[src/hdl/pcie_dma_cfg.svh]
`ifndef PCIE_DMA_CFG_SVH
`define PCIE_DMA_CFG_SVH

// ************************************************************
// register bus widths.
// ************************************************************
`define PCIE_DATA_W     32
`define PCIE_ADDR_W     8

// ************************************************************
// dma program and status widths.
// ************************************************************
`define DMA_HOST_ADDR_W 64
`define DMA_LEN_W       16
`define DMA_CNT_W       16
`define DMA_PRG_WORDS   4
`define DMA_PRG_IDX_W   2   // word index taken from address bits 3:2.

`endif

[src/hdl/reg_map_pkg.sv]
`default_nettype none

package reg_map_pkg;

   // upper address nibble selects the region.
   typedef enum logic [3:0] {
      REG_DMA_WRITE_PRG = 4'h0,
      REG_DMA_READ_PRG  = 4'h1,
      REG_MISC          = 4'h2,
      REG_ERR_STATUS    = 4'h3
   } reg_region_e;

   // lower nibble inside the MISC region.
   typedef enum logic [3:0] {
      WR_STATUS_HI = 4'h0,
      WR_STATUS_LO = 4'h4,
      RD_STATUS_HI = 4'h8,
      RD_STATUS_LO = 4'hC
   } misc_offset_e;

   typedef enum logic [1:0] {
      PRG_ADDR_LO = 2'd0,
      PRG_ADDR_HI = 2'd1,
      PRG_LENGTH  = 2'd2,
      PRG_CONTROL = 2'd3   // bit 0 starts the channel.
   } prg_word_e;

endpackage

`default_nettype wire

[src/hdl/dma_pkg.sv]
`default_nettype none

`include "pcie_dma_cfg.svh"

package dma_pkg;

   typedef enum logic [1:0] {
      DMA_IDLE = 2'd0,
      DMA_BUSY = 2'd1,
      DMA_DONE = 2'd2
   } dma_state_e;

   // one write into a program register file.
   typedef struct packed {
      logic                      wrena;
      logic [`DMA_PRG_IDX_W-1:0] word;
      logic [`PCIE_DATA_W-1:0]   data;
   } prg_wr_t;

   typedef struct packed {
      logic [`DMA_HOST_ADDR_W-1:0] host_addr;
      logic [`DMA_LEN_W-1:0]       length;    // in dwords.
   } dma_desc_t;

   // ************************************************************
   // status word, high half first.
   // ************************************************************
   typedef struct packed {
      logic                                busy;
      dma_state_e                          state;
      logic [`PCIE_DATA_W-4-`DMA_CNT_W:0]  pad;
      logic [`DMA_CNT_W-1:0]               done_cnt;
      logic [`PCIE_DATA_W-1:0]             dword_total;
   } dma_status_t;

endpackage

`default_nettype wire

[src/hdl/ecrc_err_counter.sv]
`timescale 1ns/1ps
`default_nettype none

`include "pcie_dma_cfg.svh"

module ecrc_err_counter (
   input  logic                  clk_in,
   input  logic                  rstn,
   input  logic                  rx_ecrc_bad,
   output logic [`DMA_CNT_W-1:0] bad_cnt
);

   // one count per bad ECRC pulse.
   always_ff @(posedge clk_in) begin
      if (!rstn) begin
         bad_cnt <= '0;
      end else if (rx_ecrc_bad && (bad_cnt != '1)) begin
         bad_cnt <= bad_cnt + 1'b1;   // saturates at all ones.
      end
   end

endmodule

`default_nettype wire

[src/hdl/dma_engine.sv]
`timescale 1ns/1ps
`default_nettype none

`include "pcie_dma_cfg.svh"

module dma_engine (
   input  logic                 clk_in,
   input  logic                 rstn,
   input  logic                 start,
   input  dma_pkg::dma_desc_t   desc,
   output dma_pkg::dma_status_t status
);
   import dma_pkg::*;

   dma_state_e              state;
   logic [`DMA_LEN_W-1:0]   remaining;
   logic [`DMA_LEN_W-1:0]   cur_len;
   logic [`DMA_CNT_W-1:0]   done_cnt;
   logic [`PCIE_DATA_W-1:0] dword_total;

   // ************************************************************
   // transfer sequencer, one dword per clock.
   // ************************************************************
   always_ff @(posedge clk_in) begin
      if (!rstn) begin
         state       <= DMA_IDLE;
         remaining   <= '0;
         cur_len     <= '0;
         done_cnt    <= '0;
         dword_total <= '0;
      end else begin
         case (state)
            DMA_IDLE: begin
               if (start) begin
                  cur_len   <= desc.length;
                  remaining <= desc.length;
                  // an empty transfer goes straight to completion.
                  state     <= (desc.length == '0) ? DMA_DONE : DMA_BUSY;
               end
            end
            DMA_BUSY: begin
               remaining <= remaining - 1'b1;
               if (remaining == `DMA_LEN_W'(1)) begin
                  state <= DMA_DONE;
               end
            end
            DMA_DONE: begin
               if (done_cnt != '1) begin
                  done_cnt <= done_cnt + 1'b1;   // count holds at all ones.
               end
               dword_total <= dword_total + `PCIE_DATA_W'(cur_len);
               state       <= DMA_IDLE;
            end
            default: state <= DMA_IDLE;
         endcase
      end
   end

   always_comb begin
      status             = '0;
      status.busy        = (state == DMA_BUSY);
      status.state       = state;
      status.done_cnt    = done_cnt;
      status.dword_total = dword_total;
   end

endmodule

`default_nettype wire

[src/hdl/dma_prg_regs.sv]
`timescale 1ns/1ps
`default_nettype none

`include "pcie_dma_cfg.svh"

module dma_prg_regs (
   input  logic                      clk_in,
   input  logic                      rstn,
   input  dma_pkg::prg_wr_t          prg,
   input  logic [`DMA_PRG_IDX_W-1:0] rd_word,
   output logic [`PCIE_DATA_W-1:0]   rddata,
   output dma_pkg::dma_desc_t        desc,
   output logic                      start
);
   import reg_map_pkg::*;

   logic [`PCIE_DATA_W-1:0] prg_mem [`DMA_PRG_WORDS];

   // ************************************************************
   // program words and registered read port.
   // ************************************************************
   always_ff @(posedge clk_in) begin
      if (!rstn) begin
         for (int i = 0; i < `DMA_PRG_WORDS; i++) begin
            prg_mem[i] <= '0;
         end
         rddata <= '0;
         start  <= 1'b0;
      end else begin
         if (prg.wrena) begin
            prg_mem[prg.word] <= prg.data;   // control word keeps bit 0 for readback.
         end
         rddata <= prg_mem[rd_word];
         start  <= prg.wrena && (prg.word == PRG_CONTROL) && prg.data[0];
      end
   end

   // the engine sees the descriptor as a level.
   assign desc.host_addr = {prg_mem[PRG_ADDR_HI], prg_mem[PRG_ADDR_LO]};
   assign desc.length    = prg_mem[PRG_LENGTH][`DMA_LEN_W-1:0];

endmodule

`default_nettype wire

[src/hdl/ep_reg_access.sv]
`timescale 1ns/1ps
`default_nettype none

`include "pcie_dma_cfg.svh"

module ep_reg_access (
   input  logic                      clk_in,
   input  logic                      rstn,
   input  logic                      sel_ep_reg,
   input  logic                      reg_wr_ena,
   input  logic                      reg_rd_ena,
   input  logic [`PCIE_ADDR_W-1:0]   reg_wr_addr,
   input  logic [`PCIE_ADDR_W-1:0]   reg_rd_addr,
   input  logic [`PCIE_DATA_W-1:0]   reg_wr_data,
   input  logic [`PCIE_DATA_W-1:0]   wr_prg_rddata,
   input  logic [`PCIE_DATA_W-1:0]   rd_prg_rddata,
   input  dma_pkg::dma_status_t      wr_status,
   input  dma_pkg::dma_status_t      rd_status,
   input  logic [`DMA_CNT_W-1:0]     ecrc_bad_cnt,
   output dma_pkg::prg_wr_t          wr_prg,
   output dma_pkg::prg_wr_t          rd_prg,
   output logic [`DMA_PRG_IDX_W-1:0] prg_rd_word,
   output logic [`PCIE_DATA_W-1:0]   reg_rd_data,
   output logic                      reg_rd_data_valid
);
   import dma_pkg::*;
   import reg_map_pkg::*;

   logic                     wr_ena_q;
   logic                     rd_ena_q;
   logic [`PCIE_ADDR_W-1:0]  wr_addr_q;
   logic [`PCIE_ADDR_W-1:0]  rd_addr_q;
   logic [`PCIE_DATA_W-1:0]  wr_data_q;
   logic                     prg_rd_q2;
   logic                     prg_rd_q3;
   logic [`PCIE_DATA_W-1:0]  wr_prg_rddata_q;
   logic [`PCIE_DATA_W-1:0]  rd_prg_rddata_q;
   logic [`PCIE_DATA_W-1:0]  err_status_q;
   dma_status_t              wr_status_q;
   dma_status_t              rd_status_q;
   reg_region_e              wr_region;
   reg_region_e              rd_region;
   logic                     rd_is_prg;

   assign wr_region   = reg_region_e'(wr_addr_q[7:4]);
   assign rd_region   = reg_region_e'(rd_addr_q[7:4]);
   assign rd_is_prg   = (rd_region == REG_DMA_WRITE_PRG) || (rd_region == REG_DMA_READ_PRG);
   assign prg_rd_word = rd_addr_q[3:2];   // program files register this on the next edge.

   // ************************************************************
   // input stage and status sampling.
   // ************************************************************
   always_ff @(posedge clk_in) begin
      if (!rstn) begin
         wr_ena_q        <= 1'b0;
         rd_ena_q        <= 1'b0;
         wr_addr_q       <= '0;
         rd_addr_q       <= '0;
         wr_data_q       <= '0;
         prg_rd_q2       <= 1'b0;
         prg_rd_q3       <= 1'b0;
         wr_prg_rddata_q <= '0;
         rd_prg_rddata_q <= '0;
         err_status_q    <= '0;
         wr_status_q     <= '0;
         rd_status_q     <= '0;
      end else begin
         wr_ena_q        <= reg_wr_ena & sel_ep_reg;
         rd_ena_q        <= reg_rd_ena & sel_ep_reg;
         wr_addr_q       <= reg_wr_addr;
         rd_addr_q       <= reg_rd_addr;
         wr_data_q       <= reg_wr_data;
         prg_rd_q2       <= rd_ena_q & rd_is_prg;   // only program reads take the long path.
         prg_rd_q3       <= prg_rd_q2;
         wr_prg_rddata_q <= wr_prg_rddata;
         rd_prg_rddata_q <= rd_prg_rddata;
         err_status_q    <= {{(`PCIE_DATA_W-`DMA_CNT_W){1'b0}}, ecrc_bad_cnt};
         wr_status_q     <= wr_status;
         rd_status_q     <= rd_status;
      end
   end

   // ************************************************************
   // program writes, read mux and valid.
   // ************************************************************
   always_ff @(posedge clk_in) begin
      if (!rstn) begin
         wr_prg            <= '0;
         rd_prg            <= '0;
         reg_rd_data       <= '0;
         reg_rd_data_valid <= 1'b0;
      end else begin
         wr_prg.wrena <= wr_ena_q && (wr_region == REG_DMA_WRITE_PRG);
         wr_prg.word  <= wr_addr_q[3:2];
         wr_prg.data  <= wr_data_q;
         rd_prg.wrena <= wr_ena_q && (wr_region == REG_DMA_READ_PRG);
         rd_prg.word  <= wr_addr_q[3:2];
         rd_prg.data  <= wr_data_q;

         case (rd_region)
            REG_MISC: begin
               case (misc_offset_e'(rd_addr_q[3:0]))
                  WR_STATUS_HI: reg_rd_data <= wr_status_q[2*`PCIE_DATA_W-1:`PCIE_DATA_W];
                  WR_STATUS_LO: reg_rd_data <= wr_status_q[`PCIE_DATA_W-1:0];
                  RD_STATUS_HI: reg_rd_data <= rd_status_q[2*`PCIE_DATA_W-1:`PCIE_DATA_W];
                  RD_STATUS_LO: reg_rd_data <= rd_status_q[`PCIE_DATA_W-1:0];
                  default:      reg_rd_data <= '0;
               endcase
            end
            REG_ERR_STATUS:
               reg_rd_data <= (rd_addr_q[3:0] == 4'h0) ? err_status_q : '0;
            REG_DMA_WRITE_PRG:
               reg_rd_data <= (rd_addr_q[1:0] == 2'b00) ? wr_prg_rddata_q : '0;
            REG_DMA_READ_PRG:
               reg_rd_data <= (rd_addr_q[1:0] == 2'b00) ? rd_prg_rddata_q : '0;
            default:
               reg_rd_data <= '0;   // unmapped space reads zero.
         endcase

         reg_rd_data_valid <= rd_is_prg ? prg_rd_q3 : rd_ena_q;
      end
   end

endmodule

`default_nettype wire

[src/hdl/ep_dma_ctrl_top.sv]
`timescale 1ns/1ps
`default_nettype none

`include "pcie_dma_cfg.svh"

module ep_dma_ctrl_top (
   input  logic                    clk_in,
   input  logic                    rstn,
   input  logic                    sel_ep_reg,
   input  logic                    reg_wr_ena,
   input  logic                    reg_rd_ena,
   input  logic [`PCIE_ADDR_W-1:0] reg_wr_addr,
   input  logic [`PCIE_ADDR_W-1:0] reg_rd_addr,
   input  logic [`PCIE_DATA_W-1:0] reg_wr_data,
   input  logic                    rx_ecrc_bad,
   output logic [`PCIE_DATA_W-1:0] reg_rd_data,
   output logic                    reg_rd_data_valid
);
   import dma_pkg::*;

   prg_wr_t                   wr_prg;
   prg_wr_t                   rd_prg;
   logic [`DMA_PRG_IDX_W-1:0] prg_rd_word;
   logic [`PCIE_DATA_W-1:0]   wr_prg_rddata;
   logic [`PCIE_DATA_W-1:0]   rd_prg_rddata;
   dma_desc_t                 wr_desc;
   dma_desc_t                 rd_desc;
   logic                      wr_start;
   logic                      rd_start;
   dma_status_t               wr_status;
   dma_status_t               rd_status;
   logic [`DMA_CNT_W-1:0]     ecrc_bad_cnt;

   // ************************************************************
   // host register access.
   // ************************************************************
   ep_reg_access u_reg_access (
      .clk_in            (clk_in),
      .rstn              (rstn),
      .sel_ep_reg        (sel_ep_reg),
      .reg_wr_ena        (reg_wr_ena),
      .reg_rd_ena        (reg_rd_ena),
      .reg_wr_addr       (reg_wr_addr),
      .reg_rd_addr       (reg_rd_addr),
      .reg_wr_data       (reg_wr_data),
      .wr_prg_rddata     (wr_prg_rddata),
      .rd_prg_rddata     (rd_prg_rddata),
      .wr_status         (wr_status),
      .rd_status         (rd_status),
      .ecrc_bad_cnt      (ecrc_bad_cnt),
      .wr_prg            (wr_prg),
      .rd_prg            (rd_prg),
      .prg_rd_word       (prg_rd_word),
      .reg_rd_data       (reg_rd_data),
      .reg_rd_data_valid (reg_rd_data_valid)
   );

   // ************************************************************
   // write channel.
   // ************************************************************
   dma_prg_regs u_wr_prg (
      .clk_in  (clk_in),
      .rstn    (rstn),
      .prg     (wr_prg),
      .rd_word (prg_rd_word),
      .rddata  (wr_prg_rddata),
      .desc    (wr_desc),
      .start   (wr_start)
   );

   dma_engine u_wr_dma (
      .clk_in (clk_in),
      .rstn   (rstn),
      .start  (wr_start),
      .desc   (wr_desc),
      .status (wr_status)
   );

   // ************************************************************
   // read channel.
   // ************************************************************
   dma_prg_regs u_rd_prg (
      .clk_in  (clk_in),
      .rstn    (rstn),
      .prg     (rd_prg),
      .rd_word (prg_rd_word),
      .rddata  (rd_prg_rddata),
      .desc    (rd_desc),
      .start   (rd_start)
   );

   dma_engine u_rd_dma (
      .clk_in (clk_in),
      .rstn   (rstn),
      .start  (rd_start),
      .desc   (rd_desc),
      .status (rd_status)
   );

   ecrc_err_counter u_ecrc_cnt (
      .clk_in      (clk_in),
      .rstn        (rstn),
      .rx_ecrc_bad (rx_ecrc_bad),
      .bad_cnt     (ecrc_bad_cnt)
   );

endmodule

`default_nettype wire

[config.mk]
export PLATFORM = sky130hd
export DESIGN_NAME = ep_dma_ctrl_top
export DESIGN_NICKNAME = d
export VERILOG_FILES = /design/src/hdl/reg_map_pkg.sv /design/src/hdl/dma_pkg.sv /design/src/hdl/ecrc_err_counter.sv /design/src/hdl/dma_engine.sv /design/src/hdl/dma_prg_regs.sv /design/src/hdl/ep_reg_access.sv /design/src/hdl/ep_dma_ctrl_top.sv
export VERILOG_INCLUDE_DIRS = /design/src /design/src/hdl
export SDC_FILE = /design/constraint.sdc
export NUM_CORES = 1
export LEC_CHECK = 0
export BUFFER_PORTS_ARGS = -buffer_cell sky130_fd_sc_hd__clkbuf_2
export CORE_ASPECT_RATIO = 0.5
export CORE_MARGIN = 2
export CORE_UTILIZATION = 40
export CTS_BUF_LIST = sky130_fd_sc_hd__clkbuf_4 sky130_fd_sc_hd__clkbuf_8 sky130_fd_sc_hd__clkbuf_16
export DETAILED_ROUTE_END_ITERATION = 6
export PLACE_DENSITY = 0.59
export SYNTH_ARGS = -nofsm -noshare
export SYNTH_HDL_FRONTEND = slang
export SYNTH_SLANG_ARGS = --single-unit
export TNS_END_PERCENT = 20
[constraint.sdc]
create_clock -name clk_in -period 5.5 [get_ports clk_in]
set_clock_uncertainty 0.1 [all_clocks]
set_input_delay 0.825 -clock clk_in [delete_from_list [all_inputs] [get_ports clk_in]]
set_output_delay 0.825 -clock clk_in [all_outputs]
set_load 0.02 [all_outputs]
Word-level counts from Yosys, hierarchy flattened. Memories as Yosys holds them, arrays and structs flattened. A register that Yosys moved wholly into a read port is not among the register bits. Cells that the tools add are included.

Output and inout bits: 33. Word-level logic and storage cells: 132. Register bits after elaboration: 501. Input bits: 54. Memory bits (writable): 256. Memories: 2.

Memories: u_rd_prg.prg_mem (words 4, width 32, rd ports 2, clocked after Yosys merged registers in 1, write ports 4, line dma_prg_regs.sv:17) `` logic [`PCIE_DATA_W-1:0] prg_mem [`DMA_PRG_WORDS]; ``; u_wr_prg.prg_mem (words 4, width 32, rd ports 2, clocked after Yosys merged registers in 1, write ports 4, line dma_prg_regs.sv:17).

Reduce and logical (&&, ||, !) cells: 30. Mux-type cells: 31. Bitwise gates (word level): 3. Add/sub/neg operators: 7. Eq/ne operators: 21.

Operators with widths (number): 32-bit case mux with 4 select lines (2); 32-bit two-way mux (5); 32-bit by 16-bit adder with 32-bit output (2); 16-bit case mux with 2 select lines (2); 32-bit OR reduction (2); 16-bit by 1-bit adder with 16-bit output, second input constant (3); 16-bit != test, second input constant (3); 16-bit by 1-bit equality test with 1-bit output, second input constant (2); 16-bit logical NOT (2); 16-bit two-way mux (2); 16-bit by 1-bit subtractor with 16-bit output, second input constant (2); 2-bit two-way mux (8); 2-bit AND reduction (8); 4-bit logical NOT (3); 1-bit two-way mux (10); 4-bit by 1-bit equality test with 1-bit output, second input constant (2); 4-bit by 2-bit equality test with 1-bit output, second input constant (2); 4-bit equality test, second input constant (2); 2-bit case mux with 2 select lines (2); 1-bit logical AND (7); 2-bit equality test, second input constant (3); 2-bit logical NOT (3); 2-bit by 1-bit equality test with 1-bit output, second input constant (2); 4-bit by 3-bit equality test with 1-bit output, second input constant (1); 6 further kinds (12).

Depth between registers and ports, before layout.
Depth in word-level cells: 5. Mapped depth: 10. Depth with buffers taken out: 9.

Modules after synthesis. A second synthesis with hierarchy kept.

Cell total of the unflattened synthesis: 3071. Area, all modules: 33917.5 sq um.

By module, submodules not included: dma_prg_regs (times used 2, sequential area each 4504.3 sq um, cells each 442, area each 6575.1 sq um); ep_reg_access (times used 1, sequential area each 6546.3 sq um, cells each 904, area each 10593.9 sq um); dma_engine (times used 2, sequential area each 1641.6 sq um, cells each 593, area each 4668.2 sq um); ecrc_err_counter (times used 1, sequential area each 320.3 sq um, cells each 97, area each 837.1 sq um).

Worst setup path before layout. No wires, ideal clock.

Kind: register to register. Start point: register, netlist name u_reg_access.wr_prg[32]. End point: memory u_rd_prg.prg_mem[2][0] (netlist name), enable pin. Data arrival time: 2830 ps. Required time: 4934 ps. Setup slack: 2105 ps. Buffers on the path: 0. Cell stages (with the launch flop): 3. Setup time: 466 ps. Clock period less this slack: 3395 ps. Path through: dfxtp_1 nand2b_1 o21ai_0.

RTL lines (line): end, declared (dma_prg_regs.sv:17).

Final worst setup path.
Start point: register u_wr_dma.dword_total[1]. End point: register u_wr_dma.dword_total[27].

Cells in the longest elaborated chain, start to end: 1.

Ends and longest elaborated chain: start, declared (line dma_engine.sv:19) `` logic [`PCIE_DATA_W-1:0] dword_total; ``; start signal, assigned (line dma_engine.sv:51) `` dword_total <= dword_total + `PCIE_DATA_W'(cur_len); ``; 32-bit by 16-bit adder with 32-bit output (line dma_engine.sv:51).

Every way passes these cells. A chain may end at the register's enable or synchronous reset.

==> metrics.txt <==
crit-path cells=ha_1, a211oi_1, o211ai_1, a21oi_1, nor2_1, a31oi_1, or4_1, nand2_1; Starting Density=40.5%; Reg clk slew, reported paths=around 70 ps; hold depth=2; Yosys Warn Count=0; Peak VDD IR=about 0.00021 V; worst reg2reg setup slack=2600 ps; crit path launch=u_wr_dma.dword_total[1]; CP arrival=roughly 3300 ps; Via density=approximately 5.2; Worst Setup Path Type=flip-flop to flip-flop; placed insts=about 3.8k; Syn Std Cell Area=0.0313 mm²; share of flip-flops with an asynchronous set or reset=0%; DRT Pass-1 Iters=5; min-delay worst type=input pin to flip-flop; clock root buffer=clkbuf_16; final hold vios=0; P&R area growth vs syn=12.6%; first-pass GRT wire length=about 120 mm; # Post-CTS Setup Buffers=0; GP Congestion=0.904; Slew @ Worst Pin=roughly 1200 ps; total negative slack=0 ps; Max Clk Rate=between 300 and 400 MHz; layout net count=slightly below 3k; hpwl dp=about 48 mm; Setup crit end kind=flip-flop; sequential-to-total area share from yosys stat=roughly 60%; pin count of the biggest net entering global routing=about 170; drt total wl=around 75 mm; Clk Latency, worst-skew pair=around 640 ps; Avg Cell Area, Syn=11.3 µm²; width of the die=roughly 400 µm; GRT Total Usage=a little under a fifth; WP buf/inv=0; final cell count without fillers=3896; CTS tree=yes; vias in the first global route=19.7k; clock sinks=around 800; FF-to-FF End=u_wr_dma.dword_total[27]; Die H=~200 µm; DRC errors left=0; DR WL/cell=slightly below 20 µm; DP Worst Slack=between 2000 and 2500 ps; Worst path slowest cell=a31oi_1; Top delay family on crit path=compound AO/OA/AOI/OAI gates; register bit total from synthesis=803; maxcap violations=0; FP Rows=~70; Post-Syn Nets=2860; I/O pin cnt=87; # hold bufs at CTS=0; commonest cells after routing, fill and taps aside=542 x dfxtp_1, 529 x and2_1, 256 x edfxtp_1, 184 x nand2_1, 162 x nor2_1; CP Launch Type=flip-flop; total grt overflow=0; final worst slack=approximately 2600 ps; commonest register cell after synthesis=dfxtp_1; ratio of cells with drive above 1 in the final layout=around 13%; LEAKAGE=approximately 14 nW; Min-Delay Startpoint=reg_rd_addr[0]; fin crit share=52.8%; Tot Pwr=between 10 and 15 mW; fill count=approximately 7.1k; Core Footprint=a little under 0.08 mm²; CP peak stage delay=roughly 760 ps; Synth cell types=75; outcome=completed; worst r2r path cells=8; final slew viol count=0; Clock Tree Buf Depth=3; Final setup viols=0; antenna viol nets, final=0; initial antenna violation count=0; area of the multi-input gates=between 0.01 and 0.015 mm²; PwrDens=336 mW/mm²; Syn Inst Count=between 2k and 3k; DP Area=0.0328 mm²; commonest non-fill, non-tap cell in the layout=dfxtp_1; total CTS buffers=72; Hold Path Sink=u_reg_access.rd_addr_q[0]; post_cts resized=0; antenna cells=0; H-Tree Depth=3; Storage cell area=around 0.019 mm²; worst r2r src=u_wr_dma.dword_total[1]; IO Port Bufs=84; DR iter-0 viols=1745; critical path peak fanout=7; die area=0.0807 mm²; number of synthesized flops with an enable pin=256; routed vias=20.3k; Final Cell Area=~0.035 mm²; relative slew slack=between 15 and 20%; Min Clock Period, post-route=roughly 2900 ps; Required @ worst endpoint=5920 ps; unrepaired setup endpoints after global routing=false
==> sequential cells by signal, indices dropped and copies added (netlist names), 32 cells and up <==
signal                        count
u_wr_prg.prg_mem                128
u_rd_prg.prg_mem                128
u_reg_access.rd_prg_rddata_q     32
u_reg_access.wr_status_q         51
u_wr_dma.dword_total             32
u_reg_access.reg_rd_data         32
u_reg_access.wr_prg              35
u_reg_access.rd_status_q         51
u_rd_dma.dword_total             32
u_rd_prg.rddata                  32
u_wr_prg.rddata                  32
u_reg_access.wr_data_q           32
u_reg_access.wr_prg_rddata_q     32
==> cell type report <==
type | count | share of cell area (%)
Clock buffer | 102 | 6.02
Sequential cell | 803 | 52.9
Timing Repair Buffer | 119 | 2.04
Clock inverter | 30 | 0.845
Inverter | 23 | 0.252
Tap cell | 1036 | 3.68
Multi-Input combinational cell | 1783 | 34.3
==> layer usage <==
layer  wire length, µm  GRT usage, %
met1             37000          27.5
met2             32600          28.0
met3              3400          2.95
met4              1940          6.00
met5                 0             0
==> cells in the mapped netlist, types with 8 or more instances <==
library cell	number	share of area, %
buf_1	16	0.19
o21ai_0	57	0.91
clkbuf_1	135	1.6
xor2_1	42	1.2
o211ai_1	8	0.19
mux2_2	16	0.58
nand4_1	19	0.38
mux2i_1	35	1.1
or3_1	36	0.72
and3_1	82	1.6
dfxtp_1	547	35
a31oi_1	22	0.44
xnor2_1	24	0.67
inv_1	23	0.28
nor3_1	19	0.30
nand3_1	49	0.78
ha_1	39	1.6
a22o_1	17	0.48
a21oi_1	151	2.4
o22a_1	13	0.36
nor4_1	12	0.24
nor2_1	162	1.9
a211oi_1	9	0.22
o21a_1	11	0.26
mux4_2	64	4.6
nand2_1	184	2.2
nand2b_1	16	0.32
edfxtp_1	256	25
o22ai_1	19	0.38
a22oi_1	29	0.70
o21ai_1	16	0.26
and2_1	529	11
a21o_1	15	0.36
nor2b_1	12	0.24
==> logic make-up (layout without fill, tap and decap cells) <==
logic type | count (synthesis) | count (layout) | synth area share, %
compound gates | 401 | 401 | 7.98
xor+xnor | 66 | 66 | 1.85
fa+ha+maj | 41 | 41 | 1.69
buf+inv | 179 | 274 | 2.17
flops | 803 | 803 | 59.5
mux | 120 | 120 | 6.48
simple gates | 1155 | 1155 | 20.3
==> worst reg2reg max path, stage by stage (launching register included) <==
cell and delay (ps):
dfxtp_1 410, ha_1 280, a211oi_1 280, o211ai_1 210, a21oi_1 310, nor2_1 190, a31oi_1 760, or4_1 220
nand2_1 50
==> through the flow <==
stage,hold slack (ps),utilization [%]
floorplan,283,-
global placement,297,42.4
detailed placement,293,42.4
CTS,243,45.6
global route,267,45.6
finish,293,45.6
==> how the worst max path moves through the flow <==
stage	end	cells after the start
after CTS	u_wr_dma.dword_total[18]	10
after global routing	u_wr_dma.dword_total[27]	8
after floorplan	u_rd_prg.prg_mem[2][0]	2
final	u_wr_dma.dword_total[27]	8
after detailed placement	u_rd_prg.prg_mem[1][17]	5
after global placement	u_rd_prg.prg_mem[1][26]	5
==> report_power, final <==
group / switching (mW) / leakage [nW] / internal (mW) / total [mW]
logic: 0.226 / 5.12 / 0.136 / 0.362
registers: 0.0762 / 7.19 / 6.22 / 6.30
clock network: 2.22 / 1.23 / 2.95 / 5.18
total: 2.53 / 13.6 / 9.31 / 11.8
Power figures use the tool's default switching activity.
